$ cat config.mk
export PLATFORM = sky130hd
export DESIGN_NAME = mm_cmd_decode
export DESIGN_NICKNAME = d
export VERILOG_FILES = /design/src/mm_data_pkg.sv /design/src/mm_cmd_pkg.sv /design/src/mm_cmd_decode.sv
export VERILOG_INCLUDE_DIRS = /design/src
export SDC_FILE = /design/constraint.sdc
export NUM_CORES = 1
export LEC_CHECK = 0
export BUFFER_PORTS_ARGS = -buffer_cell sky130_fd_sc_hd__buf_2
export CAP_MARGIN = 40
export CORE_ASPECT_RATIO = 0.75
export CORE_MARGIN = 10
export CORE_UTILIZATION = 28
export CTS_CLUSTER_DIAMETER = 150
export DETAILED_ROUTE_END_ITERATION = 8
export PLACE_DENSITY_LB_ADDON = 0.05
export SLEW_MARGIN = 40
export SYNTH_ARGS = -nofsm -noshare
export SYNTH_HDL_FRONTEND = slang
export SYNTH_SLANG_ARGS = --single-unit
$ cat constraint.sdc
create_clock -name clk_buf -period 4.73 [get_ports clk_buf]
set_input_delay 0 -clock clk_buf [delete_from_list [all_inputs] [get_ports clk_buf]]
set_output_delay 0 -clock clk_buf [all_outputs]
set_load 0.01 [all_outputs]
$ cat src/mm_config.svh
`ifndef MM_CONFIG_SVH
`define MM_CONFIG_SVH

// Array geometry and arithmetic widths
`define MM_DIM          4
`define MM_ELEM_W       8
`define MM_ACC_W        32

// One command word carries a full operand row
`define MM_CMD_W        (`MM_DIM * `MM_ELEM_W)

// Command queue entries, also the host's starting credit count
`define MM_CMD_DEPTH    2

// Result words the host can accept after reset
`define MM_RES_CREDITS  4

// Cycles after the last injection until the far corner cell is final
`define MM_FLUSH_CYCLES (2 * `MM_DIM - 1)

`endif

$ cat src/mm_data_pkg.sv
`include "mm_config.svh"

package mm_data_pkg;

    // ---------------------------------------------------------------------
    // Arithmetic types of the array
    // ---------------------------------------------------------------------

    // Signed operand element
    typedef logic signed [`MM_ELEM_W-1:0] mm_elem_t;

    // Per-cell accumulator, wide enough for MM_DIM full products
    typedef logic signed [`MM_ACC_W-1:0] mm_acc_t;

    // One matrix row, element 0 in the low byte
    typedef mm_elem_t [`MM_DIM-1:0] mm_row_t;

endpackage

$ cat src/mm_cmd_pkg.sv
`include "mm_config.svh"

package mm_cmd_pkg;

    import mm_data_pkg::*;

    // ---------------------------------------------------------------------
    // Host command format
    // ---------------------------------------------------------------------

    typedef enum logic [1:0] {
        OP_NOP    = 2'd0,
        OP_LOAD_A = 2'd1,
        OP_LOAD_B = 2'd2,
        OP_START  = 2'd3
    } mm_opcode_e;

    // Header words go through ctrl, the data word after a load header
    // goes through elems
    typedef union packed {
        struct packed {
            logic [`MM_CMD_W-5:0] rsvd;
            logic [1:0]           row;
            mm_opcode_e           opcode;
        } ctrl;
        mm_row_t elems;
    } mm_cmd_word_u;

endpackage

$ cat src/mm_cmd_decode.sv
`timescale 1ns/1ns
`include "mm_config.svh"

module mm_cmd_decode
    import mm_cmd_pkg::*, mm_data_pkg::*;
(
    input  logic         clk_buf,
    input  logic         sys_reset,
    input  logic         cmd_valid,
    input  mm_cmd_word_u cmd_word,
    output logic         cmd_credit,
    output logic         row_we,
    output logic         row_sel_b,
    output logic [1:0]   row_idx,
    output mm_row_t      row_data,
    output logic         run_start,
    input  logic         drain_done,
    output logic         busy,
    output logic         done
);

    localparam int DEPTH = `MM_CMD_DEPTH;
    localparam int PTR_W = (DEPTH > 1) ? $clog2(DEPTH) : 1;
    localparam int CNT_W = $clog2(DEPTH + 1);

    mm_cmd_word_u     queue_mem [DEPTH];
    logic [PTR_W-1:0] wr_ptr;
    logic [PTR_W-1:0] rd_ptr;
    logic [CNT_W-1:0] fill;
    logic             pop;
    logic             expect_data;
    mm_cmd_word_u     head;

    function automatic logic [PTR_W-1:0] ptr_next(input logic [PTR_W-1:0] ptr);
        ptr_next = (ptr == PTR_W'(DEPTH - 1)) ? '0 : ptr + 1'b1;
    endfunction

    // -------------------------------------------------------------------
    // Command queue
    // -------------------------------------------------------------------

    // Host only sends against a credit, so a push never finds it full
    always_ff @(posedge clk_buf) begin
        if (cmd_valid) begin
            queue_mem[wr_ptr] <= cmd_word;
        end
    end

    always_ff @(posedge clk_buf or posedge sys_reset) begin
        if (sys_reset) begin
            wr_ptr <= '0;
            rd_ptr <= '0;
            fill   <= '0;
        end else begin
            if (cmd_valid) begin
                wr_ptr <= ptr_next(wr_ptr);
            end
            if (pop) begin
                rd_ptr <= ptr_next(rd_ptr);
            end
            case ({cmd_valid, pop})
                2'b10:   fill <= fill + 1'b1;
                2'b01:   fill <= fill - 1'b1;
                default: ;
            endcase
        end
    end

    assign head = queue_mem[rd_ptr];

    // Nothing leaves the queue during a run
    assign pop        = (fill != '0) && !busy;
    assign cmd_credit = pop;

    // -------------------------------------------------------------------
    // Word decode and run state
    // -------------------------------------------------------------------
    always_ff @(posedge clk_buf or posedge sys_reset) begin
        if (sys_reset) begin
            expect_data <= 1'b0;
            row_we      <= 1'b0;
            row_sel_b   <= 1'b0;
            row_idx     <= '0;
            run_start   <= 1'b0;
            busy        <= 1'b0;
            done        <= 1'b0;
        end else begin
            row_we    <= 1'b0;
            run_start <= 1'b0;
            if (drain_done) begin
                busy <= 1'b0;
                done <= 1'b1;
            end
            if (pop) begin
                if (expect_data) begin
                    row_we      <= 1'b1;
                    expect_data <= 1'b0;
                end else begin
                    case (head.ctrl.opcode)
                        OP_LOAD_A, OP_LOAD_B: begin
                            expect_data <= 1'b1;
                            row_sel_b   <= (head.ctrl.opcode == OP_LOAD_B);
                            row_idx     <= head.ctrl.row;
                        end
                        OP_START: begin
                            run_start <= 1'b1;
                            busy      <= 1'b1;
                            done      <= 1'b0;
                        end
                        default: ;
                    endcase
                end
            end
        end
    end

    // Row payload, same view the host packed it with
    always_ff @(posedge clk_buf) begin
        if (pop && expect_data) begin
            row_data <= head.elems;
        end
    end

endmodule

==> impl_metrics.env <==
export IMPL_synth_top_area_cell="edfxtp_1"
export IMPL_nNetsFinal=332
export IMPL_max_slew_margin_pct=65.4
export IMPL_postCtsHoldBufs=35
export IMPL_muxShareOfSynthArea_pct=10.7
export IMPL_first_pass_iters=3
export IMPL_die_w_um=154
export IMPL_cts_tree="built"
export IMPL_coreArea_um2=13100
export IMPL_cp_data_required_time_ps=4950
export IMPL_die_h_um=121
export IMPL_ys_types=18
export IMPL_start_kind="flip-flop"
export IMPL_ys_top_cells_by_area="edfxtp_1 76%, mux2_2 9.2%, dfrtp_1 7.9%, mux2_4 1.2%, ha_1 0.99%"
export IMPL_layout_drive_gt1_share_pct=45.0
export IMPL_synth_compound_area_share_pct=0.629
export IMPL_cts_resized=0
export IMPL_r2r_start="rd_ptr"
export IMPL_pin_count=76
export IMPL_synth_adder_area_share_pct=0.994
export IMPL_synth_area_um2=3780
export IMPL_r2r_slack_ps=2410
export IMPL_layout_min_cycle_time_ps=2320
export IMPL_synth_edf_count=96
export IMPL_hold_viol_final=0
export IMPL_leakage_nw=1.94
export IMPL_whs_ps=211
export IMPL_ys_ff_latch=108
export IMPL_area_growth_pct=36.2
export IMPL_multi_input_area_um2=571
export IMPL_max_stage_delay_ps=770
export IMPL_n_fill_cell=1210
export IMPL_fin_ws_ps=2410
export IMPL_synth_top_flop_cell="edfxtp_1"
export IMPL_reg2reg_to="row_idx[0]"
export IMPL_antenna_found_initial=0
export IMPL_fin_util_pct=39.3
export IMPL_postSynthAreaPerCell_um2=22.0
export IMPL_status="finished, final reports clean"
export IMPL_crit_type="reg -> reg"
export IMPL_fmax_mhz=431
export IMPL_async_flop_share_pct=11.1
export IMPL_worstMarginPinSlew_ps=520
export IMPL_detailed_place_hpwl_mm=4.93
export IMPL_wl_mm=7.62
export IMPL_synthCells=172
export IMPL_rsz0062_at_grt="no"
export IMPL_htree_levels=3
export IMPL_power_density_nw_per_um2=596
export IMPL_r2r_cells=4
export IMPL_grt_first_pass_wirelength_mm=12.0
export IMPL_start_util_pct=28.8
export IMPL_yosysWarnings=0
export IMPL_end_kind="flip-flop"
export IMPL_gp_congestion=0.652
export IMPL_drt_iter0_drc=72
export IMPL_grt_pass1_vias=2082
export IMPL_tns_ps=0
export IMPL_yosys_area_share_simple_pct=1.16
export IMPL_finalSetupViolCount=0
export IMPL_post_cts_buffers=0
export IMPL_maxCapViolations=0
export IMPL_cts_sinks=108
export IMPL_root_buffer="clkbuf_16"
export IMPL_crit_path_max_fanout=33
export IMPL_wl_per_cell_um=16.2
export IMPL_vias=1861
export IMPL_vdd_drop_max_mv=0.197
export IMPL_critPathArrivalTime_ps=2540
export IMPL_cpLargestDelayFamily="flip-flops"
export IMPL_die_area_um2=18600
export IMPL_cp_buffers_inverters=0
export IMPL_grt_overflow=0
export IMPL_row_count=36
export IMPL_clk_pin_slew_ps=70
export IMPL_syn_nets=211
export IMPL_dp_slack_ps=2380
export IMPL_slowest_stage="dfrtp_4"
export IMPL_num_antenna_cells=0
export IMPL_ys_seq_area_share_pct=84.3
export IMPL_cts_path_max_buffers=2
export IMPL_path_cells="mux2_2 > ha_1 > or3_4 > mux2_4"
export IMPL_hold_path_class="in -> async"
export IMPL_finalCritPeriodShare_pct=49.0
export IMPL_drtAntennaViolNets=0
export IMPL_seqCellArea_um2=3190
export IMPL_yosys_area_top_type_share_pct=76.3
export IMPL_io_buffers=75
export IMPL_clk_latency_ps=340
export IMPL_cts_made_buffers=9
export IMPL_synth_top_family_by_area="multiplexers"
export IMPL_slew_viol_final=0
export IMPL_synth_xor_area_share_pct=1.16
export IMPL_grt_use_total_pct=8.33
export IMPL_finalClockSkew_ps=6.68
export IMPL_grt_max_degree=34
export IMPL_vias_per_cell=3.97
export IMPL_drc=0
-- flip-flops by register name, indices dropped and copies added (netlist names) --
signal,flops
expect_data,1
row_we,1
done,1
rd_ptr,1
queue_mem,64
row_sel_b,1
row_idx,2
wr_ptr,1
row_data,32
run_start,1
busy,1
fill,2
-- cell type report --
type                            instances  area share (%)
Clock inverter                          7            1.77
Timing Repair Buffer                  114            16.2
Clock buffer                            9            4.38
Sequential cell                       108            61.9
Inverter                                6           0.438
Tap cell                              171            4.16
Multi-Input combinational cell         54            11.1
-- power by group --
group	leakage (nW)	internal, W	switching (W)	total [W]
clock network	0.145	0.000461	0.000323	0.000784
registers	1.04	0.00137	0.000141	0.00151
logic	0.750	0.000398	0.000374	0.000772
-- placed cells by master (no fill, tap or decap), types with 2 or more instances in the layout --
cell / Yosys / final
edfxtp_1: 96 / 96
buf_2: 3 / 75
dlygate4sd3_1: 0 / 35
mux2_2: 31 / 31
dfrtp_1: 12 / 11
clkbuf_16: 0 / 9
inv_1: 6 / 6
buf_16: 0 / 4
mux2_4: 3 / 3
xnor2_1: 3 / 3
nor2_1: 5 / 3
ha_1: 3 / 3
clkinvlp_4: 0 / 3
xor2_1: 2 / 2
nor2_4: 0 / 2
bufinv_16: 0 / 2
-- worst max-delay path by stage --
stage / start / depth (start not counted) / endpoint / slack (ps)
after floorplan: busy / 2 / row_data[0] / 2270
after global placement: rd_ptr / 4 / row_idx[0] / 2210
after detailed placement: rd_ptr / 4 / row_idx[0] / 2380
after CTS: rd_ptr / 4 / row_idx[0] / 2360
after global routing: rd_ptr / 4 / row_idx[0] / 2330
final: rd_ptr / 4 / row_idx[0] / 2410
-- synthesized netlist by cell type (2+ instances only) --
library cell and n:
nor2_1 5, buf_2 3, dfrtp_1 12, inv_1 6, xnor2_1 3, edfxtp_1 96
mux2_4 3, mux2_2 31, ha_1 3, xor2_1 2
-- per-layer routing --
metal | share of wire (%) | global-route usage, % | vias to the layer above
met1 | 46 | 10.0 | 908
met2 | 47 | 13.1 | 50
met3 | 6.4 | 3.72 | 5
met4 | 0.70 | 2.65 | 0
li1 | - | - | 898
met5 | 0 | 0 | -
-- cells by family (layout without fill, tap and decap cells) --
| family | after synthesis | after routing |
|---|---|---|
| flip-flops | 108 | 108 |
| multiplexers | 35 | 35 |
| buffers and inverters | 10 | 136 |
| AND/OR/NAND/NOR | 8 | 8 |
| XOR/XNOR | 5 | 5 |
| adder cells (fa/ha/maj) | 3 | 3 |
| AO/OA/AOI/OAI | 3 | 3 |
-- worst register-to-register path: stages, from the launching register on --
cell	delay [ps]
dfrtp_4	770
mux2_2	450
ha_1	280
or3_4	410
mux2_4	310
-- stage by stage --
stage	power [W]	instances	instance area, um^2
6_report	0.00307	469	5150
5_1_grt	0.00325	469	5150
4_1_cts	0.00314	469	5150
3_5_place_dp	0.00232	418	4480
3_3_place_gp	0.00224	414	4370
2_1_floorplan	0.00194	172	3780
Note: power is estimated with default switching activity, not from simulation.
