===== src/mm_config.svh =====
`ifndef MM_CONFIG_SVH
`define MM_CONFIG_SVH

// Array geometry and arithmetic widths
`define MM_DIM          4
`define MM_ELEM_W       8
`define MM_ACC_W        32

// One command word carries a full operand row
`define MM_CMD_W        (`MM_DIM * `MM_ELEM_W)

// Command queue entries, also the host's starting credit count
`define MM_CMD_DEPTH    2

// Result words the host can accept after reset
`define MM_RES_CREDITS  4

// Cycles after the last injection until the far corner cell is final
`define MM_FLUSH_CYCLES (2 * `MM_DIM - 1)

`endif


===== src/mm_data_pkg.sv =====
`include "mm_config.svh"

package mm_data_pkg;

    // ---------------------------------------------------------------------
    // Arithmetic types of the array
    // ---------------------------------------------------------------------

    // Signed operand element
    typedef logic signed [`MM_ELEM_W-1:0] mm_elem_t;

    // Per-cell accumulator, wide enough for MM_DIM full products
    typedef logic signed [`MM_ACC_W-1:0] mm_acc_t;

    // One matrix row, element 0 in the low byte
    typedef mm_elem_t [`MM_DIM-1:0] mm_row_t;

endpackage


===== src/mm_result_drain.sv =====
`timescale 1ns/1ns
`include "mm_config.svh"

module mm_result_drain
    import mm_data_pkg::*;
(
    input  logic                          clk_buf,
    input  logic                          sys_reset,
    input  logic                          calc_done,
    input  mm_acc_t [`MM_DIM*`MM_DIM-1:0] c_flat,
    output logic                          res_valid,
    output mm_acc_t                       res_data,
    input  logic                          res_credit,
    output logic                          drain_done
);

    localparam int WORDS  = `MM_DIM * `MM_DIM;
    localparam int IDX_W  = $clog2(WORDS);
    localparam int CRED_W = $clog2(`MM_RES_CREDITS + 1);

    mm_acc_t           snap [WORDS];
    logic              draining;
    logic [IDX_W-1:0]  word_idx;
    logic [CRED_W-1:0] credits;
    logic              send;

    // A word goes out whenever one is pending and a credit is held
    assign send = draining && (credits != '0);

    // -------------------------------------------------------------------
    // Snapshot and output data
    // -------------------------------------------------------------------
    always_ff @(posedge clk_buf) begin
        if (calc_done) begin
            for (int i = 0; i < WORDS; i++) begin
                snap[i] <= c_flat[i];
            end
        end
        if (send) begin
            res_data <= snap[word_idx];
        end
    end

    // -------------------------------------------------------------------
    // Word index and credit count
    // -------------------------------------------------------------------
    always_ff @(posedge clk_buf or posedge sys_reset) begin
        if (sys_reset) begin
            draining   <= 1'b0;
            word_idx   <= '0;
            credits    <= CRED_W'(`MM_RES_CREDITS);
            res_valid  <= 1'b0;
            drain_done <= 1'b0;
        end else begin
            res_valid  <= send;
            drain_done <= 1'b0;
            if (calc_done) begin
                draining <= 1'b1;
                word_idx <= '0;
            end else if (send) begin
                // Last word ends the run
                if (word_idx == IDX_W'(WORDS - 1)) begin
                    draining   <= 1'b0;
                    drain_done <= 1'b1;
                end
                word_idx <= word_idx + 1'b1;
            end
            case ({send, res_credit})
                2'b10:   credits <= credits - 1'b1;
                2'b01:   credits <= credits + 1'b1;
                default: ;
            endcase
        end
    end

endmodule


===== config.mk =====
export PLATFORM = sky130hd
export DESIGN_NAME = mm_result_drain
export DESIGN_NICKNAME = d
export VERILOG_FILES = /design/src/mm_data_pkg.sv /design/src/mm_result_drain.sv
export VERILOG_INCLUDE_DIRS = /design/src
export SDC_FILE = /design/constraint.sdc
export NUM_CORES = 1
export LEC_CHECK = 0
export BUFFER_PORTS_ARGS = -buffer_cell sky130_fd_sc_hd__buf_2
export CAP_MARGIN = 15
export CORE_MARGIN = 2
export CORE_UTILIZATION = 35
export DETAILED_ROUTE_END_ITERATION = 6
export PLACE_DENSITY_LB_ADDON = 0.1
export SYNTH_ARGS = -nofsm -noshare
export SYNTH_HDL_FRONTEND = slang
export SYNTH_SLANG_ARGS = --single-unit

===== constraint.sdc =====
create_clock -name clk_buf -period 2.8 [get_ports clk_buf]
set_input_delay 0.42 -clock clk_buf [delete_from_list [all_inputs] [get_ports clk_buf]]
set_output_delay 0.42 -clock clk_buf [all_outputs]
set_load 0.02 [all_outputs]

==> metrics.cfg, run 1 <==
[synthesis]
syn_nets = 1509
seq_area_frac_synth_pct = 79.2
ys_ff_latch = 554
synth_top_area_share_pct = 78.0
syn_area_um2 = 20900
yosys.area.top_type = edfxtp_1
synth_edf_count = 544
syn_inst = 990
synth_warnings = 0
synth-async-reset-ratio_pct = 1.81
yosys_most_used_dff = edfxtp_1
synthTopCellsByArea = edfxtp_1 (78%), mux4_2 (6.7%), mux2i_1 (6.1%)
synth.distinct_cells = 28
synth.avg_cell_area_um2 = 21.2

[cts]
clockRootBuffer = clkbuf_16
cts.repair.resized = 0
cts_buffers = 60
cts_htree_levels = 2
clock-sinks = 554
holdBufCountCts = 482
post-cts-setup-buffers = 0
clk_path_buf_depth = 3

[die]
die_w_um = 249
core.rowCount = 89
io_pins = 550
initial_core_util_pct = 35.4
die_h_um = 249

[place]
place.gp.congestion = 0.778
io_buffer_count = 549
dp.final_hpwl_um = 41100

[run_status]
toolErrorMsg = [ERROR RSZ-0060] Max buffer count reached.
status = aborted with a tool error
lastStage = 4_1_cts

[logic make-up after synthesis]
kind of cell               after synthesis  synth area share (%)
AOI/OAI and AO/OA                      130                  4.65
xor gates and xnor gates                 6                 0.251
adders and majority gates                3                 0.215
buffers and inverters                   58                  1.72
DFF                                    554                  79.2
muxes                                  193                  13.1
and+or+nand+nor                         46                 0.860
[per-stage QoR]
stage / setup slack [ns] / hold WS (ns) / area, um2 / cells / util (%)
3_5_place_dp: 0.598 / 0.491 / 24800 / 2296 / 42.0
3_3_place_gp: 0.636 / 0.477 / 24800 / 2296 / 42.0
2_1_floorplan: 0.844 / 0.259 / 20900 / 990 / -
[cell usage after synthesis (6+ instances only)]
master	instances
edfxtp_1	544
mux4_2	62
dfrtp_1	9
buf_6	13
a221oi_1	64
o21ai_0	32
nor2_1	6
mux2i_1	128
buf_4	6
a22oi_1	32
clkbuf_1	16
buf_2	18
nand2_1	36
==> run 2: changes to the inputs <==
CORE_UTILIZATION = 20   (was 35)
PLACE_DENSITY_LB_ADDON = 0.15   (was 0.1)
==> run 2 against run 1 <==
  * The flow now finishes without violations
  * Synthesized area is the same
  * Synthesized cell count unchanged
==> metrics.cfg, run 2 <==
[drt]
routedWlPerCell_um = 20.2
ant_nets = 0
dr.pass1.iters = 4
via_count = 13909
drt_iter0_markers = 711
drc = 0
via_per_inst = 3.92
drt-total-wl_um = 71700

[die]
initial_core_util_pct = 20.2  ; was 35.4%
die_h_um = 328  ; was 249 um
io_pins = 550  ; unchanged
die-area_um2 = 107000
core.rowCount = 118  ; was 89
coreArea_um2 = 104000
die_w_um = 328  ; was 249 um

[cts]
insertion_delay_ns = 0.62
clockRootBuffer = clkbuf_16  ; unchanged
path_clk_slew_ns = 0.06
cts_tree = done
post-cts-setup-buffers = 0  ; unchanged
clk_path_buf_depth = 3  ; unchanged
cts_htree_levels = 3  ; was 2
clock-sinks = 554  ; unchanged
cts_buffers = 69  ; was 60

[final_layout]
top_regs = snap x512, res_data x32, word_idx x4
top_register = snap
largest_reg_flops = 512
final_cells = 3551
final_nets = 2627
post-route-cell-area_um2 = 32900
layout_commonest_cell = buf_2
drive_above_1_share_pct = 35.1
synthToLayoutAreaGrowth_pct = 57.2
layout_common_cells = buf_2 (548), edfxtp_1 (544), dlygate4sd3_1 (513)

[synthesis]
yosys.area.top_type = edfxtp_1  ; unchanged
synth.avg_cell_area_um2 = 21.2  ; unchanged
syn_nets = 1509  ; unchanged
synth_top_area_share_pct = 78.0  ; unchanged
yosys_most_used_dff = edfxtp_1  ; unchanged
seq_area_frac_synth_pct = 79.2  ; unchanged
synth_commonest_cells = edfxtp_1 (544), mux2i_1 (128), a221oi_1 (64)  ; unchanged
syn_area_um2 = 20900  ; unchanged
ys_ff_latch = 554  ; unchanged
synth-async-reset-ratio_pct = 1.81  ; unchanged
synthTopCellsByArea = edfxtp_1 (78%), mux4_2 (6.7%), mux2i_1 (6.1%)  ; unchanged
synth_warnings = 0  ; unchanged
synth_most_common_cell = edfxtp_1  ; unchanged
synth_edf_count = 544  ; unchanged
synth.distinct_cells = 28  ; unchanged
syn_inst = 990  ; unchanged

[power]
p_sw_mw = 6.99
leakagePower_nw = 12.4
clockPowerShare_pct = 34.2
ir_drop_uv = 384
p_seq_share_pct = 42.4
swShare_pct = 27.9
p_int_mw = 18.1
combPwrFrac_pct = 23.4
cellPowerDensity_nw_per_um2 = 762

[run_status]
status = finished clean  ; was aborted with a tool error

[worst_hold_path]
hold_class = primary input to flip-flop

[grt]
antenna_found_initial = 18
track_usage_pct = 13.1
grt_pass1_vias = 15698
grt_max_degree = 105
grt.overflow.total = 0
grt_pass1_wl_um = 102000

[sta]
rsz0062_at_grt = no
skew_ns = 0.0275
relSlewSlack_pct = 51.2
timing.fmax_mhz = 428
setup_ws_ns = 0.466
finalHoldViolCount = 0
setup_viol = 0
worstMarginPinSlew_ns = 0.731
min_period_over_period_pct = 83.4
holdWs_ns = 0.215
period_minus_slack_ns = 2.33
slew_viol_final = 0
fin_tns_setup_ns = 0

[place]
pre_cts_ws_ns = 0.131  ; was 0.598 ns
place_inst = 2904  ; was 2296
placed_cell_area_um2 = 25600  ; was 24800 um2
io_buffer_count = 549  ; unchanged
place.gp.congestion = 0.758  ; was 0.778
dp.final_hpwl_um = 48500  ; was 41100 um

[flow_run]
maxCapViolCount = 0

[critical_path]
crit_arrival_ns = 2.82
path_max_fanout = 19
required_ns = 3.28
crit_type = flip-flop to flip-flop
startpoint_type = flip-flop
crit_path_end_kind = flip-flop

==> run 2: cell counts after synthesis <==
No cell type changed its count.
==> run 2: layer usage <==
layer	GRT usage (%)	wire length, um	up-vias
met5	0	125	-
met4	4.25	1770	16
met3	3.02	3780	114
met2	22.5	35500	444
met1	16.2	30500	6922
li1	-	-	6413
==> run 2: worst max-delay path: stages (launching register included) <==
cell and delay (ns):
dfrtp_4 0.62, buf_12 0.24, buf_12 0.23, buf_4 0.19, mux2i_1 0.09, a221oi_2 0.50
o21ai_0 0.17, nand2_1 0.10
==> run 2: through the flow <==
step | util, % | power (mW)
2_1_floorplan | - | 14.0
3_3_place_gp | 24.7 | 16.2
3_5_place_dp | 24.7 | 16.3
4_1_cts | 31.7 | 25.6
5_1_grt | 31.8 | 26.3
6_report | 31.8 | 25.1
==> run 2: power by group through the flow <==
stage / clock network (mW) / registers, mW / logic, mW
after floorplan: 0 / 10.9 / 3.05
after global placement: 0 / 10.8 / 5.39
after detailed placement: 0 / 10.8 / 5.44
after CTS: 8.92 / 10.7 / 6.05
after global routing: 9.19 / 10.7 / 6.36
final: 8.57 / 10.6 / 5.87
==> run 2: layout make-up <==
| class | count | area, um2 |
|---|---|---|
| Clock buffer | 83 | 1840 |
| Tap cell | 1380 | 1730 |
| Fill cell | 10288 | 70700 |
| Timing Repair Buffer | 1101 | 8400 |
| Inverter | 4 | 15.0 |
| Multi-Input combinational cell | 378 | 4010 |
| Clock inverter | 42 | 313 |
| Antenna cell | 9 | 22.5 |
| Sequential cell | 554 | 16600 |
==> run 2: repair_timing <==
item / in CTS / in global routing
gates resized for setup: 0 / 1
hold endpoints to repair: 521 / 0
setup endpoints to repair: 0 / 1
hold buffers: 513 / 0
==> run 2: cell families after synthesis <==
logic type | count (synthesis) | synth area share [%]
fa+ha+maj | 3 | 0.215
compound gates | 130 | 4.65
buf+inv | 58 | 1.72
mux | 193 | 13.1
flops | 554 | 79.2
xor+xnor | 6 | 0.251
simple gates | 46 | 0.860
==> run 2: final timing paths <==
kind | from | to | slack (ns) | cells past startpoint
setup / recovery | word_idx[0]$_DFFE_PP0P_ | res_data[13]$_DFFE_PP_ | 0.47 | 7
min in group asynchronous | sys_reset | word_idx[0]$_DFFE_PP0P_ | 0.45 | 3
hold / removal | res_credit | credits[0]$_DFFE_PP0P_ | 0.21 | 3
setup reg to reg | word_idx[0]$_DFFE_PP0P_ | res_data[13]$_DFFE_PP_ | 0.47 | 7
hold reg to reg | draining$_DFFE_PP0P_ | draining$_DFFE_PP0P_ | 0.52 | 2
max in group asynchronous | sys_reset | word_idx[1]$_DFFE_PP0P_ | 1.88 | 3
Power figures use the tool's default switching activity.
==> run 3: changes to the inputs <==
ABC_AREA = 1   (was not set)
clock period = 2.2 ns   (was 2.8 ns; I/O delays follow)
==> run 3 against run 2 <==
  * The run now ends with antenna violations left
  * Critical path type unchanged
  * Clock power grew 33%
  * Count of clock-buffer cells in the layout grew 9
  * First-iteration DRC count up 47%
  * Sequential cell count is the same
  * Utilization down 0.66 points
  * Global-route usage up 1.8 points
  * Non-clock buffer count increased by 11
  * Synthesized area increased by 8.4%
  * Design area up 6.3%
  * Hold slack lost 0.080 ns
  * Die area increased by 8.3%
  * Critical endpoint is now res_data[2]$_DFFE_PP_
  * Total power up 35%
==> metrics.cfg, run 3 <==
[drt]
via_count = 18397  ; was 13909
drc = 0  ; unchanged
dr.pass1.iters = 7  ; was 4
via_per_inst = 3.89  ; was 3.92
drt-total-wl_um = 88000  ; was 71700 um
routedWlPerCell_um = 18.6  ; was 20.2 um
ant_nets = 1  ; was 0
drt_iter0_markers = 1047  ; was 711

[sta]
finalHoldViolCount = 0  ; unchanged
timing.fmax_mhz = 486  ; was 428 MHz
slew_viol_final = 0  ; unchanged
rsz0062_at_grt = no  ; unchanged
period_minus_slack_ns = 2.06  ; was 2.33 ns
holdWs_ns = 0.135  ; was 0.215 ns
relSlewSlack_pct = 59.9  ; was 51.2%
min_period_over_period_pct = 93.5  ; was 83.4%
worstMarginPinSlew_ns = 0.601  ; was 0.731 ns
setup_viol = 0  ; unchanged
skew_ns = 0.0212  ; was 0.0275 ns
fin_tns_setup_ns = 0  ; unchanged

[power]
cellPowerDensity_nw_per_um2 = 966  ; was 762 nW/um2
clockPowerShare_pct = 33.7  ; was 34.2%
combPwrFrac_pct = 26.4  ; was 23.4%
p_sw_mw = 11.0  ; was 6.99 mW
p_seq_share_pct = 39.8  ; was 42.4%
ir_drop_uv = 492  ; was 384 uV
swShare_pct = 32.7  ; was 27.9%
leakagePower_nw = 15.1  ; was 12.4 nW
p_int_mw = 22.8  ; was 18.1 mW

[worst_hold_path]
hold_class = primary input to flip-flop  ; unchanged

[cts]
cts_htree_levels = 3  ; unchanged
post-cts-setup-buffers = 0  ; unchanged
path_clk_slew_ns = 0.05  ; was 0.06 ns
clk_path_buf_depth = 3  ; unchanged
cts_buffers = 73  ; was 69
cts.repair.resized = 0  ; unchanged
cts_tree = done  ; unchanged
clock-sinks = 554  ; unchanged
holdBufCountCts = 513  ; unchanged
insertion_delay_ns = 0.64  ; was 0.62 ns
clockRootBuffer = clkbuf_16  ; unchanged

[grt]
track_usage_pct = 14.8  ; was 13.1%
grt_max_degree = 66  ; was 105
grt_pass1_wl_um = 125000  ; was 102000 um
grt_pass1_vias = 19129  ; was 15698
grt.overflow.total = 0  ; unchanged
antenna_found_initial = 10  ; was 18

[final_layout]
drive_above_1_share_pct = 22.0  ; was 35.1%
finish.utilization_pct = 31.1  ; was 31.8%
layout_common_cells = nand2_1 (807), buf_2 (548), edfxtp_1 (544)  ; was buf_2 (548), edfxtp_1 (544), dlygate4sd3_1 (513)
final_nets = 3678  ; was 2627
largest_reg_flops = 512  ; unchanged
fillerInstances = 11631  ; was 10288
top_regs = snap x512, res_data x32, word_idx x4  ; unchanged
top_register = snap  ; unchanged
synthToLayoutAreaGrowth_pct = 54.2  ; was 57.2%
layout_commonest_cell = nand2_1  ; was buf_2
post-route-cell-area_um2 = 35000  ; was 32900 um2

[synthesis]
syn_nets = 2589  ; was 1509
seq_area_frac_synth_pct = 73.1  ; was 79.2%
synth.distinct_cells = 21  ; was 28
yosys.area.top_type = edfxtp_1  ; unchanged
synth_warnings = 0  ; unchanged
synth_edf_count = 544  ; unchanged
syn_inst = 2070  ; was 990
synth_commonest_cells = nand2_1 (807), edfxtp_1 (544), inv_1 (200)  ; was edfxtp_1 (544), mux2i_1 (128), a221oi_1 (64)
yosys_most_used_dff = edfxtp_1  ; unchanged
synth_top_area_share_pct = 72.0  ; was 78.0%
synth-async-reset-ratio_pct = 1.81  ; unchanged
syn_area_um2 = 22700  ; was 20900 um2
synthTopCellsByArea = edfxtp_1 (72%), nand2_1 (13%), nand3_1 (4.4%)  ; was edfxtp_1 (78%), mux4_2 (6.7%), mux2i_1 (6.1%)
synth.avg_cell_area_um2 = 11.0  ; was 21.2 um2
ys_ff_latch = 554  ; unchanged
synth_most_common_cell = nand2_1  ; was edfxtp_1

[die]
initial_core_util_pct = 20.2  ; about the same
io_pins = 550  ; unchanged
die_h_um = 341  ; was 328 um
die-area_um2 = 116000  ; was 107000 um2
core.rowCount = 123  ; was 118
coreArea_um2 = 112000  ; was 104000 um2
die_w_um = 341  ; was 328 um

[place]
placed_cell_area_um2 = 27600  ; was 25600 um2
dp.final_hpwl_um = 61100  ; was 48500 um
io_buffer_count = 549  ; unchanged
place.gp.congestion = 0.814  ; was 0.758

[critical_path]
crit_arrival_ns = 2.43  ; was 2.82 ns
crit_type = flip-flop to flip-flop  ; unchanged
startpoint_type = flip-flop  ; unchanged
path_max_fanout = 58  ; was 19
required_ns = 2.57  ; was 3.28 ns
crit_path_end_kind = flip-flop  ; unchanged

[run_status]
status = complete, but fails checks  ; was finished clean
violations = antenna violations

[flow_run]
maxCapViolCount = 0  ; unchanged

[run 3: changes by cell type after synthesis, sizes merged, moves of 2 or more]
| cell | change |
|---|---|
| mux2i | -128 |
| a221oi | -64 |
| nand3 | +197 |
| o21ai | -28 |
| clkbuf | +3 |
| inv | +198 |
| a22oi | -32 |
| nand2 | +771 |
| xnor2 | -2 |
| mux4 | -64 |
| buf | +41 |
| nor2 | +192 |
[run 3: per-stage QoR]
| step | std cells | power, mW | setup WS, ns |
|---|---|---|---|
| global route | 4719 | 35.7 | 0.0103 |
| global placement | 4071 | 22.1 | 0.127 |
| CTS | 4713 | 34.5 | 0.0980 |
| detailed placement | 4071 | 22.1 | 0.100 |
| floorplan | 2070 | 18.0 | 0.402 |
| finish | 4726 | 33.8 | 0.144 |
[run 3: worst paths after layout]
| check | from | endpoint | slack [ns] | depth (start not counted) |
|---|---|---|---|---|
| max | word_idx[0]$_DFFE_PP0P_ | res_data[2]$_DFFE_PP_ | 0.14 | 8 |
| min in group asynchronous | sys_reset | credits[1]$_DFFE_PP0P_ | 0.26 | 3 |
| max reg2reg | word_idx[0]$_DFFE_PP0P_ | res_data[2]$_DFFE_PP_ | 0.14 | 8 |
| min reg2reg | credits[2]$_DFFE_PP1P_ | credits[2]$_DFFE_PP1P_ | 0.51 | 2 |
| min | res_credit | credits[0]$_DFFE_PP0P_ | 0.13 | 3 |
| max in group asynchronous | sys_reset | word_idx[0]$_DFFE_PP0P_ | 1.56 | 3 |
[run 3: power groups by stage]
stage	Clock, mW	Combinational, mW	Sequential, mW
6_report	11.4	8.93	13.5
5_1_grt	12.1	9.94	13.6
4_1_cts	11.8	9.19	13.5
3_5_place_dp	0	8.40	13.7
3_3_place_gp	0	8.43	13.7
2_1_floorplan	0	4.04	13.9
[run 3: cells by family after synthesis]
family                     after synthesis  synth area share [%]
muxes                                    1                0.0496
and+or+nand+nor                       1205                  21.1
AOI/OAI and AO/OA                        4                0.0882
xor gates and xnor gates                 3                 0.116
DFF                                    554                  73.1
buffers and inverters                  300                  5.40
adders and majority gates                3                 0.198
[run 3: cell type report]
cell class	count	area, um2	share of cell area [%]
Sequential cell	554	16600	47.4
Timing Repair Buffer	1112	8590	24.6
Multi-Input combinational cell	1216	4880	14.0
Clock buffer	92	1920	5.48
Tap cell	1500	1880	5.36
Inverter	202	768	2.20
Clock inverter	37	324	0.926
Antenna cell	13	32.5	0.0930
[run 3: metal layers]
| metal | wire, um | vias to the layer above | GRT usage, % | share of wire (%) |
|---|---|---|---|---|
| li1 | - | 8942 | - | - |
| met1 | 37500 | 8813 | 18.4 | 43 |
| met2 | 43600 | 485 | 25.4 | 50 |
| met3 | 3840 | 151 | 2.77 | 4.4 |
| met4 | 3080 | 6 | 5.83 | 3.5 |
| met5 | 41 | - | 0 | 0.047 |
[run 3: critical path, stage by stage (launching register included)]
cell     delay (ns)
dfrtp_4        0.53
buf_12         0.19
buf_4          0.24
nand2_1        0.06
nand2_1        0.05
nand2_1        0.10
nand3_1        0.12
nand2_1        0.33
nand2_1        0.10
