File: src/mm_config.svh
`ifndef MM_CONFIG_SVH
`define MM_CONFIG_SVH

// Array geometry and arithmetic widths
`define MM_DIM          4
`define MM_ELEM_W       8
`define MM_ACC_W        32

// One command word carries a full operand row
`define MM_CMD_W        (`MM_DIM * `MM_ELEM_W)

// Command queue entries, also the host's starting credit count
`define MM_CMD_DEPTH    2

// Result words the host can accept after reset
`define MM_RES_CREDITS  4

// Cycles after the last injection until the far corner cell is final
`define MM_FLUSH_CYCLES (2 * `MM_DIM - 1)

`endif

File: src/mm_data_pkg.sv
`include "mm_config.svh"

package mm_data_pkg;

    // ---------------------------------------------------------------------
    // Arithmetic types of the array
    // ---------------------------------------------------------------------

    // Signed operand element
    typedef logic signed [`MM_ELEM_W-1:0] mm_elem_t;

    // Per-cell accumulator, wide enough for MM_DIM full products
    typedef logic signed [`MM_ACC_W-1:0] mm_acc_t;

    // One matrix row, element 0 in the low byte
    typedef mm_elem_t [`MM_DIM-1:0] mm_row_t;

endpackage

File: src/mm_operand_feeder.sv
`timescale 1ns/1ns
`include "mm_config.svh"

module mm_operand_feeder
    import mm_data_pkg::*;
(
    input  logic       clk_buf,
    input  logic       sys_reset,
    input  logic       row_we,
    input  logic       row_sel_b,
    input  logic [1:0] row_idx,
    input  mm_row_t    row_data,
    input  logic       run_start,
    output logic       clear,
    output mm_row_t    a_edge,
    output mm_row_t    b_edge,
    output logic       calc_done
);

    localparam int DIM        = `MM_DIM;
    localparam int INJ_CYCLES = 2 * DIM - 1;
    localparam int FLUSH      = `MM_FLUSH_CYCLES;
    localparam int INJ_W      = $clog2(INJ_CYCLES);
    localparam int FLUSH_W    = $clog2(FLUSH);

    mm_row_t              a_buf [DIM];
    mm_row_t              b_buf [DIM];
    logic                 inj_active;
    logic [INJ_W-1:0]     inj_cnt;
    logic                 flush_active;
    logic [FLUSH_W-1:0]   flush_cnt;

    // -------------------------------------------------------------------
    // Operand row buffers, kept across runs
    // -------------------------------------------------------------------
    always_ff @(posedge clk_buf or posedge sys_reset) begin
        if (sys_reset) begin
            for (int i = 0; i < DIM; i++) begin
                a_buf[i] <= '0;
                b_buf[i] <= '0;
            end
        end else if (row_we) begin
            if (row_sel_b) begin
                b_buf[row_idx] <= row_data;
            end else begin
                a_buf[row_idx] <= row_data;
            end
        end
    end

    // -------------------------------------------------------------------
    // Clear, then injection, then flush
    // -------------------------------------------------------------------
    always_ff @(posedge clk_buf or posedge sys_reset) begin
        if (sys_reset) begin
            clear        <= 1'b0;
            inj_active   <= 1'b0;
            inj_cnt      <= '0;
            flush_active <= 1'b0;
            flush_cnt    <= '0;
        end else begin
            clear <= run_start;
            if (clear) begin
                inj_active <= 1'b1;
                inj_cnt    <= '0;
            end else if (inj_active) begin
                if (inj_cnt == INJ_W'(INJ_CYCLES - 1)) begin
                    inj_active   <= 1'b0;
                    flush_active <= 1'b1;
                    flush_cnt    <= '0;
                end else begin
                    inj_cnt <= inj_cnt + 1'b1;
                end
            end
            if (flush_active) begin
                if (flush_cnt == FLUSH_W'(FLUSH - 1)) begin
                    flush_active <= 1'b0;
                end else begin
                    flush_cnt <= flush_cnt + 1'b1;
                end
            end
        end
    end

    assign calc_done = flush_active && (flush_cnt == FLUSH_W'(FLUSH - 1));

    // Diagonal skew; out-of-range indices give the zero bubbles
    always_comb begin
        int k;
        a_edge = '0;
        b_edge = '0;
        for (int i = 0; i < DIM; i++) begin
            k = int'(inj_cnt) - i;
            if (inj_active && k >= 0 && k < DIM) begin
                a_edge[i] = a_buf[i][k];
                b_edge[i] = b_buf[k][i];
            end
        end
    end

endmodule

File: config.mk
export PLATFORM = sky130hd
export DESIGN_NAME = mm_operand_feeder
export DESIGN_NICKNAME = d
export VERILOG_FILES = /design/src/mm_data_pkg.sv /design/src/mm_operand_feeder.sv
export VERILOG_INCLUDE_DIRS = /design/src
export SDC_FILE = /design/constraint.sdc
export NUM_CORES = 1
export LEC_CHECK = 0
export BUFFER_PORTS_ARGS = -buffer_cell sky130_fd_sc_hd__buf_2
export CAP_MARGIN = 5
export CORE_ASPECT_RATIO = 0.8
export CORE_MARGIN = 1
export CORE_UTILIZATION = 67
export CTS_BUF_LIST = sky130_fd_sc_hd__clkbuf_4 sky130_fd_sc_hd__clkbuf_8
export DETAILED_ROUTE_END_ITERATION = 12
export MAX_ROUTING_LAYER = met4
export PLACE_DENSITY = 0.88
export SLEW_MARGIN = 20
export SYNTH_ARGS = -nofsm -noshare
export SYNTH_HDL_FRONTEND = slang
export SYNTH_SLANG_ARGS = --single-unit
File: constraint.sdc
create_clock -name clk_buf -period 14.8 [get_ports clk_buf]
set_clock_uncertainty 0.05 [all_clocks]
set_input_delay 0.74 -clock clk_buf [delete_from_list [all_inputs] [get_ports clk_buf]]
set_output_delay 0.74 -clock clk_buf [all_outputs]
set_load 0.005 [all_outputs]
==> results_dict.tcl, run 1 <==
set metrics [dict create \
    final_cell_mix "263 x dfrtp_1, 252 x mux2_2, 104 x buf_2" \
    yosys.area_share.simple 0.0544 \
    synth-edff-count 0 \
    drive_gt1_frac 0.582 \
    synth_seq_cells 265 \
    rsz0062_at_grt "no" \
    multi_input_area_mm2 0.00516 \
    slew_viol_final 0 \
    final_common_cell "dfrtp_1" \
    place_congestion 0.810 \
    worstHoldPathType "in -> async" \
    rr_endpoint "inj_cnt[2]" \
    busiest_layer "met2" \
    synth-adder-area-share 0.00516 \
    synthMuxAreaShare 0.358 \
    synth-async-reset-ratio 1.00 \
    crit_required_ns 14.01 \
    cts_resized 0 \
    synth_xor_area_frac 0.00206 \
    combPwrFrac 0.216 \
    start_kind "register" \
    grt_max_degree 94 \
    p_per_area_mw_per_mm2 151 \
    placedCellCount 1041 \
    setup_viol_count_final 0 \
    syn_area_per_cell_um2 16.2 \
    r2r_slack_ns 12.49 \
    grt_antenna_before_repair 0 \
    power_switching_uw 546 \
    cp_data_arrival_time_ns 3.46 \
    synthCells 750 \
    nets 902 \
    start_util 0.691 \
    regArea_mm2 0.00664 \
    grt_use_met2 0.537 \
    path_clk_slew_ns 0.06 \
    yosysSeqAreaShare 0.547 \
    ys_warn_count 0 \
    max-clock-path-buffers 3 \
    via_per_inst 6.47 \
    ctsHoldBuffers 0 \
    drv_cap 0 \
    numCtsBuffers 40 \
    period_share 0.287 \
    syn_area_mm2 0.0121 \
    reg2reg_depth 4 \
    die-area_mm2 0.0186 \
    grt_pass1_vias 7787 \
    routed_wl_mm 28.8 \
    core_mm2 0.0175 \
    antenna_cells 0 \
    synth_cell_type_count 39 \
    syn-num-nets 794 \
    post_cts_buffers 0 \
    clock.fmax_mhz 236 \
    grt_util_all_layers 0.342 \
    fin_crit_ns 4.25 \
    synth_compound_area_frac 0.00506 \
    fin_tns_setup_ns 0 \
    ios 105 \
    dr.pass1.iters 10 \
    power.share.switching 0.267 \
    yosys_most_used_dff "dfrtp_1" \
    use_met3 0.0731 \
    violations "DRC" \
    num_vias 7178 \
    ir_drop_v 0.000107 \
    finalNonFillerCells 1110 \
    ant_nets 0 \
    area_growth_pct 11.9 \
    p_seq_frac 0.483 \
    h-tree-depth 2 \
    cp_max_fo 51 \
    finalHoldViolations 0 \
    clkLatencyLatePin_ns 0.54 \
    die_h_um 122 \
    slew_headroom 0.331 \
    synth_top_family_by_area "multiplexers" \
    cp-end-kind "output pin" \
    cts.sinks 265 \
    fill_cells 985 \
    tritoncts "yes" \
    grt_pass1_wl_mm 45.4 \
    io_buffers 104 \
    placementRows 43 \
    use_met1 0.448 \
    die_x_um 152 \
    cts-root-buf "clkbuf_8" \
    drc 7 \
    r2r-start "inj_cnt[0]" \
    p_clk_frac 0.302 \
    status "complete, but fails checks" \
    worst_pin_slew_ns 1.00 \
    p_leak_nw 6.10 \
    wl_per_cell_um 26.0 \
    gr-total-overflow 0 \
    path_class "reg -> out" \
    dp_hpwl_mm 18.0 \
    drt_iter0_markers 555 \
    p_int_mw 1.50 \
]
[metal layers]
| metal | up-vias | part of all wire |
|---|---|---|
| li1 | 3008 | - |
| met1 | 3832 | 0.41 |
| met2 | 260 | 0.49 |
| met3 | 78 | 0.064 |
| met4 | 0 | 0.031 |
| met5 | - | 0 |
[worst max path at each step]
stage	from	end	slack, ns	depth (start not counted)
after floorplan	sys_reset	a_buf[0]	6.71	1
after global placement	inj_cnt[1]	a_edge[13]	11.14	6
after detailed placement	inj_cnt[1]	a_edge[12]	11.01	6
after CTS	inj_cnt[1]	a_edge[12]	10.41	6
after global routing	inj_cnt[0]	b_edge[26]	10.30	7
final	inj_cnt[0]	b_edge[26]	10.55	7
[worst max-delay path: stages, from the launching register on]
cell	delay [ns]
dfrtp_4	0.65
buf_4	0.83
ha_1	0.36
nor2b_1	0.07
o21ai_1	0.40
buf_4	0.33
nor2b_1	0.09
buf_2	0.14
[sequential cells by signal (all words and copies together) (netlist names)]
register	count
flush_cnt	3
flush_active	1
inj_cnt	3
b_buf	128
clear	1
a_buf	128
inj_active	1
[metrics by stage]
step | hold WS, ns | setup WS [ns] | instance area, um^2 | utilization | power, mW
after floorplan | 0.402 | 6.71 | 12100 | - | 1.29
after global placement | 0.412 | 11.14 | 12700 | 0.725 | 1.39
after detailed placement | 0.431 | 11.01 | 12700 | 0.725 | 1.44
after CTS | 0.243 | 10.41 | 13500 | 0.772 | 2.05
after global routing | 0.234 | 10.30 | 13600 | 0.773 | 2.13
final | 0.256 | 10.55 | 13600 | 0.773 | 2.04
[synthesized netlist by cell type (all sizes together) (3+ instances only)]
| master | n | area share |
|---|---|---|
| and3 | 17 | 0.0088 |
| and3b | 16 | 0.012 |
| buf | 43 | 0.023 |
| clkbuf | 9 | 0.0031 |
| dfrtp | 265 | 0.55 |
| ha | 5 | 0.0052 |
| inv | 4 | 0.0012 |
| mux2 | 256 | 0.24 |
| mux4 | 64 | 0.12 |
| nand2b | 4 | 0.0027 |
| nand4b | 4 | 0.0029 |
| nor2 | 3 | 0.00093 |
| nor2b | 33 | 0.017 |
| nor3 | 3 | 0.0026 |
| o21ai | 4 | 0.0017 |
[power by group through the flow]
stage	sequential [mW]	combinational [mW]	clock, mW
CTS	0.985	0.444	0.622
global placement	0.978	0.417	0
detailed placement	0.996	0.439	0
floorplan	0.948	0.339	0
global route	1.00	0.475	0.655
finish	0.986	0.441	0.616
[cells by family after synthesis]
logic type,count (synthesis)
mux,322
flops,265
simple gates,91
buf+inv,56
compound gates,9
fa+ha+maj,5
xor+xnor,2
[area by class of cell]
type,instances,share of cell area
sequential,265,0.490
multi-input combinational,429,0.380
tap,225,0.0208
inverter,4,0.00166
clock inverter,2,0.00102
clock buffer,67,0.0597
timing repair buffer,118,0.0467
No activity file was read; power rests on OpenSTA's default activity.
==> inputs of run 2 (changes only) <==
--- a/config.mk
+++ b/config.mk
@@ -6,15 +6,16 @@
 export SDC_FILE = /design/constraint.sdc
 export NUM_CORES = 1
 export LEC_CHECK = 0
+export ABC_AREA = 1
 export BUFFER_PORTS_ARGS = -buffer_cell sky130_fd_sc_hd__buf_2
 export CAP_MARGIN = 5
 export CORE_ASPECT_RATIO = 0.8
 export CORE_MARGIN = 1
-export CORE_UTILIZATION = 67
+export CORE_UTILIZATION = 62
 export CTS_BUF_LIST = sky130_fd_sc_hd__clkbuf_4 sky130_fd_sc_hd__clkbuf_8
 export DETAILED_ROUTE_END_ITERATION = 12
 export MAX_ROUTING_LAYER = met4
-export PLACE_DENSITY = 0.88
+export PLACE_DENSITY = 0.82
 export SLEW_MARGIN = 20
 export SYNTH_ARGS = -nofsm -noshare
 export SYNTH_HDL_FRONTEND = slang
==> constraint.sdc (replaced) <==
create_clock -name clk_buf -period 4.3 [get_ports clk_buf]
set_clock_uncertainty 0.05 [all_clocks]
set_input_delay 0.215 -clock clk_buf [delete_from_list [all_inputs] [get_ports clk_buf]]
set_output_delay 0.215 -clock clk_buf [all_outputs]
set_load 0.005 [all_outputs]
==> results_dict.tcl, run 2 <==
set metrics [dict create \
    p_seq_frac 0.364 \
    gr-total-overflow 0 \
    grt_pass1_wl_mm 52.6 \
    busiest_layer "met2" \
    final_cell_mix "631 x nand2_1, 264 x dfrtp_1, 256 x o21ai_0" \
    grt_antenna_before_repair 0 \
    cts_resized 0 \
    finalNonFillerCells 2065 \
    tritoncts "yes" \
    status "complete, but fails checks" \
    ir_drop_v 0.000477 \
    cts.sinks 265 \
    placementRows 46 \
    yosysTopAreaCell "dfrtp_1" \
    yosys_most_used_dff "dfrtp_1" \
    start_util 0.633 \
    drv_cap 0 \
    max-clock-path-buffers 3 \
    crit_required_ns 4.03 \
    worstHoldPathType "in -> reg" \
    placedCellCount 1958 \
    cts-root-buf "clkbuf_8" \
    period_share 0.725 \
    synth_seq_cells 265 \
    grt_use_met2 0.497 \
    grt_max_degree 162 \
    clkLatencyLatePin_ns 0.54 \
    syn-num-nets 1718 \
    worst_pin_slew_ns 1.06 \
    core_mm2 0.0199 \
    h-tree-depth 2 \
    drt_iter0_markers 1209 \
    io_buffers 104 \
    fin_tns_setup_ns 0 \
    cp-end-kind "output pin" \
    die_x_um 161 \
    pre_cts_ws_ns 1.76 \
    synth_common_cells "632 x nand2_1, 265 x dfrtp_1, 256 x o21ai_0, 230 x inv_1, 86 x nand3_1" \
    post_cts_buffers 0 \
    num_vias 11200 \
    ctsHoldBuffers 34 \
    area_growth_pct 14.4 \
    use_met3 0.0634 \
    rsz0062_at_grt "no" \
    hold_path_depth 5 \
    routed_wl_mm 32.6 \
    final_common_cell "nand2_1" \
    power.share.switching 0.397 \
    fill_cells 1514 \
    finalHoldViolations 0 \
    setup_slack_ns 1.18 \
    p_leak_nw 7.76 \
    dr.pass1.iters 9 \
    p_int_mw 5.37 \
    synth_area_leaders "dfrtp_1 53%, nand2_1 19%, o21ai_0 10%" \
    start_kind "register" \
    largestRegisters "a_buf x128, b_buf x128" \
    r2r_slack_ns 2.30 \
    wl_per_cell_um 15.8 \
    clock.fmax_mhz 321 \
    path_class "reg -> out" \
    grt_pass1_vias 10400 \
    ys_warn_count 0 \
    ios 105 \
    via_per_inst 5.42 \
    ant_nets 0 \
    yosysTopAreaCellShare 0.528 \
    syn_area_per_cell_um2 7.51 \
    slew_headroom 0.292 \
    synth_cell_type_count 22 \
    dp_hpwl_mm 19.4 \
    synth-edff-count 0 \
    slew_viol_final 0 \
    setup_viol_count_final 0 \
    combPwrFrac 0.385 \
    cp_data_arrival_time_ns 2.85 \
    violations "DRC" \
    drive_gt1_frac 0.112 \
    place_congestion 0.839 \
    cp_max_fo 77 \
    path_clk_slew_ns 0.06 \
    p_per_area_mw_per_mm2 620 \
    syn_area_mm2 0.0126 \
    antenna_cells 0 \
    synth_most_common_cell "nand2_1" \
    yosysSeqAreaShare 0.528 \
    reg2reg_depth 8 \
    synthCells 1674 \
    fin_crit_ns 3.12 \
    die-area_mm2 0.0208 \
    numCtsBuffers 42 \
    use_met1 0.462 \
    nets 1816 \
    die_h_um 129 \
    p_clk_frac 0.251 \
    synth-async-reset-ratio 1.00 \
    grt_util_all_layers 0.334 \
    power_switching_mw 3.53 \
    drc 1 \
]
run 2: cell count changes after synthesis, sizes merged, moves of 64 or more:
cell | previous run | this run
nand3 | 2 | 87
mux2 | 256 | 0
o21ai | 4 | 260
inv | 4 | 232
nand2 | 1 | 637
mux4 | 64 | 0
run 2: cells by family (layout without fill, tap and decap cells):
| family | count (synthesis) | after routing | share of synthesized area |
|---|---|---|---|
| compound gates | 309 | 309 | 0.123 |
| buf+inv | 327 | 454 | 0.102 |
| xor+xnor | 1 | 1 | 0.000697 |
| flops | 265 | 265 | 0.528 |
| fa+ha+maj | 5 | 5 | 0.00498 |
| simple gates | 767 | 767 | 0.241 |
run 2: layer usage:
metal | share of wire | wire [um]
met1 | 0.44 | 14500
met2 | 0.45 | 14600
met3 | 0.080 | 2620
met4 | 0.027 | 894
met5 | 0 | 0
run 2: cell type report:
class / count / area [um^2] / area share
Sequential cell: 265 / 6640 / 0.462
Multi-Input combinational cell: 1082 / 4670 / 0.325
Timing Repair Buffer: 149 / 981 / 0.0683
Inverter: 232 / 876 / 0.0609
Clock buffer: 71 / 865 / 0.0602
Tap cell: 264 / 330 / 0.0230
Clock inverter: 2 / 10.0 / 0.000696
run 2: through the flow:
step	power [mW]	area [um^2]	util	hold WS [ns]
2_1_floorplan	5.50	12600	-	0.196
3_3_place_gp	6.52	13100	0.661	0.274
3_5_place_dp	6.61	13100	0.662	0.275
4_1_cts	8.87	14400	0.723	0.177
5_1_grt	9.49	14400	0.724	0.232
6_report	8.90	14400	0.724	0.198
run 2: worst paths after layout:
check,end,start
max reg2reg,flush_cnt[2],inj_cnt[0]
min in group asynchronous,b_buf[10],sys_reset
max,a_edge[25],inj_cnt[0]
min,b_buf[5],row_we
min reg2reg,a_buf[107],a_buf[107]
max in group asynchronous,inj_cnt[0],sys_reset
run 2: worst max-delay path, stage by stage (launching register included):
cell	delay (ns)
dfrtp_4	0.42
buf_4	0.67
ha_1	0.29
nand2_1	0.06
nand2_1	0.08
nand3_1	0.42
nor2_1	0.22
buf_2	0.14
run 2: power by group through the flow:
| stage | clock, mW | combinational [mW] | sequential, mW |
|---|---|---|---|
| 2_1_floorplan | 0 | 2.28 | 3.21 |
| 3_3_place_gp | 0 | 3.27 | 3.25 |
| 3_5_place_dp | 0 | 3.33 | 3.27 |
| 4_1_cts | 2.25 | 3.39 | 3.23 |
| 5_1_grt | 2.36 | 3.84 | 3.29 |
| 6_report | 2.23 | 3.43 | 3.24 |
==> inputs of run 3 (changes only) <==
==> constraint.sdc (replaced) <==
create_clock -name clk_buf -period 3.1 [get_ports clk_buf]
set_clock_uncertainty 0.05 [all_clocks]
set_input_delay 0.155 -clock clk_buf [delete_from_list [all_inputs] [get_ports clk_buf]]
set_output_delay 0.155 -clock clk_buf [all_outputs]
set_load 0.005 [all_outputs]
==> results_dict.tcl, run 3 (same netlist as run 2, synthesis figures left out) <==
set metrics [dict create \
    wl_per_cell_um 15.9 \
    numCtsBuffers 43 \
    status "complete, but fails checks" \
    final_common_cell "nand2_1" \
    slew_viol_final 0 \
    p_per_area_mw_per_mm2 858 \
    largestRegisters "a_buf x128, b_buf x128" \
    critPathMostFrequentCell "nand2_1" \
    critPathMaxStageDelay_ns 0.49 \
    max-clock-path-buffers 3 \
    cp_max_fo 23 \
    multi_input_area_mm2 0.00467 \
    grt_antenna_before_repair 0 \
    path_class "reg -> out" \
    drt_iter0_markers 1189 \
    num_vias 11200 \
    ir_drop_v 0.000849 \
    clkLatencyLatePin_ns 0.55 \
    drv_cap 0 \
    io_buffers 104 \
    drive_gt1_frac 0.118 \
    startpoint "inj_cnt[1]" \
    routed_wl_mm 33.0 \
    cts.sinks 265 \
    cts-root-buf "clkbuf_8" \
    crit_required_ns 2.89 \
    slew_headroom 0.264 \
    dp_hpwl_mm 20.0 \
    path_clk_slew_ns 0.07 \
    violations "DRC" \
    cp-end-kind "output pin" \
    start_kind "register" \
    grt_max_degree 124 \
    nets 1825 \
    post_cts_buffers 0 \
    grt_pass1_vias 10400 \
    core_mm2 0.0199 \
    holdWs_ns 0.116 \
    final_cell_mix "631 x nand2_1, 264 x dfrtp_1, 256 x o21ai_0" \
    finalHoldViolations 0 \
    antenna_cells 0 \
    placementRows 46 \
    start_util 0.633 \
    tritoncts "yes" \
    ant_nets 0 \
    path_cells "buf_4 -> ha_1 -> nand2_1 -> nand2_1 -> nand3_1 -> nor2_1 -> buf_2" \
    h-tree-depth 2 \
    place_congestion 0.866 \
    drc 2 \
    cp_data_arrival_time_ns 2.67 \
    p_leak_nw 7.82 \
    worstHoldPathType "in -> async" \
    die-area_mm2 0.0208 \
    gr-total-overflow 0 \
    fin_crit_ns 2.88 \
    die_x_um 161 \
    r2r-start "inj_cnt[0]" \
    grt_util_all_layers 0.337 \
    regArea_mm2 0.00664 \
    worst_pin_slew_ns 1.10 \
    fill_cells 1506 \
    rsz0062_at_grt "no" \
    via_per_inst 5.42 \
    worst_path_max_delay_cell "dfrtp_1" \
    period_share 0.927 \
    grt_pass1_wl_mm 53.4 \
    dr.pass1.iters 10 \
    final_util 0.730 \
    setup_viol_count_final 0 \
    clock.fmax_mhz 348 \
    ios 105 \
    die_h_um 129 \
    area_growth_pct 15.4 \
]
run 3: changes by cell type in the layout (fill, tap and decap cells not counted):
cell / previous run / this run
buf_12: 3 / 7
buf_4: 8 / 12
clkbuf_8: 53 / 52
clkinv_2: 3 / 4
clkinv_4: 0 / 1
clkinvlp_4: 1 / 2
inv_6: 0 / 1
run 3: final timing paths:
path | to | slack (ns) | cells after the start
min reg2reg | b_buf[71] | 0.43 | 2
max in group asynchronous | b_buf[52] | 1.96 | 5
max | a_edge[27] | 0.22 | 7
min | b_buf[72] | 0.12 | 3
min in group clk_buf | b_buf[13] | 0.12 | 5
max reg2reg | flush_cnt[0] | 1.19 | 8
run 3: per-layer routing:
layer  GRT usage  routed length (um)  up-vias
met1       0.470               14500     5319
met4       0.110                 758        0
li1            -                   -     5373
met3      0.0557                2800       63
met2       0.508               14900      494
met5           -                   0        -
run 3: area by class of cell:
cell class | count | share of cell area
flip-flops and latches | 265 | 0.458
clock inverters | 6 | 0.00276
well taps | 264 | 0.0228
clock buffers | 70 | 0.0587
multi-input cells | 1082 | 0.322
inverters | 232 | 0.0604
repair buffers | 157 | 0.0753
run 3: through the flow:
| step | power (mW) | setup WS [ns] | setup TNS, ns | cells | cell area (um^2) |
|---|---|---|---|---|---|
| floorplan | 7.62 | -0.603 | -159.66 | 1674 | 12600 |
| global placement | 9.09 | 0.980 | 0 | 1966 | 13200 |
| detailed placement | 9.21 | 0.882 | 0 | 1966 | 13200 |
| CTS | 12.4 | 0.304 | 0 | 2076 | 14500 |
| global route | 13.2 | 0.0774 | 0 | 2076 | 14500 |
| finish | 12.4 | 0.225 | 0 | 2076 | 14500 |
run 3: critical path, delay by kind of cell (launching register included):
family                     cells  cell delay (ns)
buffers and inverters          2             0.50
and+or+nand+nor                4             0.89
adders and majority gates      1             0.24
DFF                            1             0.49
run 3: report_power, final:
part / leakage (nW) / total (mW) / switching, mW / internal, mW
clock network: 0.477 / 3.14 / 1.40 / 1.74
logic: 4.02 / 4.78 / 3.17 / 1.62
registers: 3.32 / 4.51 / 0.369 / 4.14
run 3: timing repair:
action / CTS / global route
hold endpoints to repair: 154 / 0
resized for setup: 0 / 0
endpoints found under the setup margin: 0 / 0
hold buffers: 34 / 0
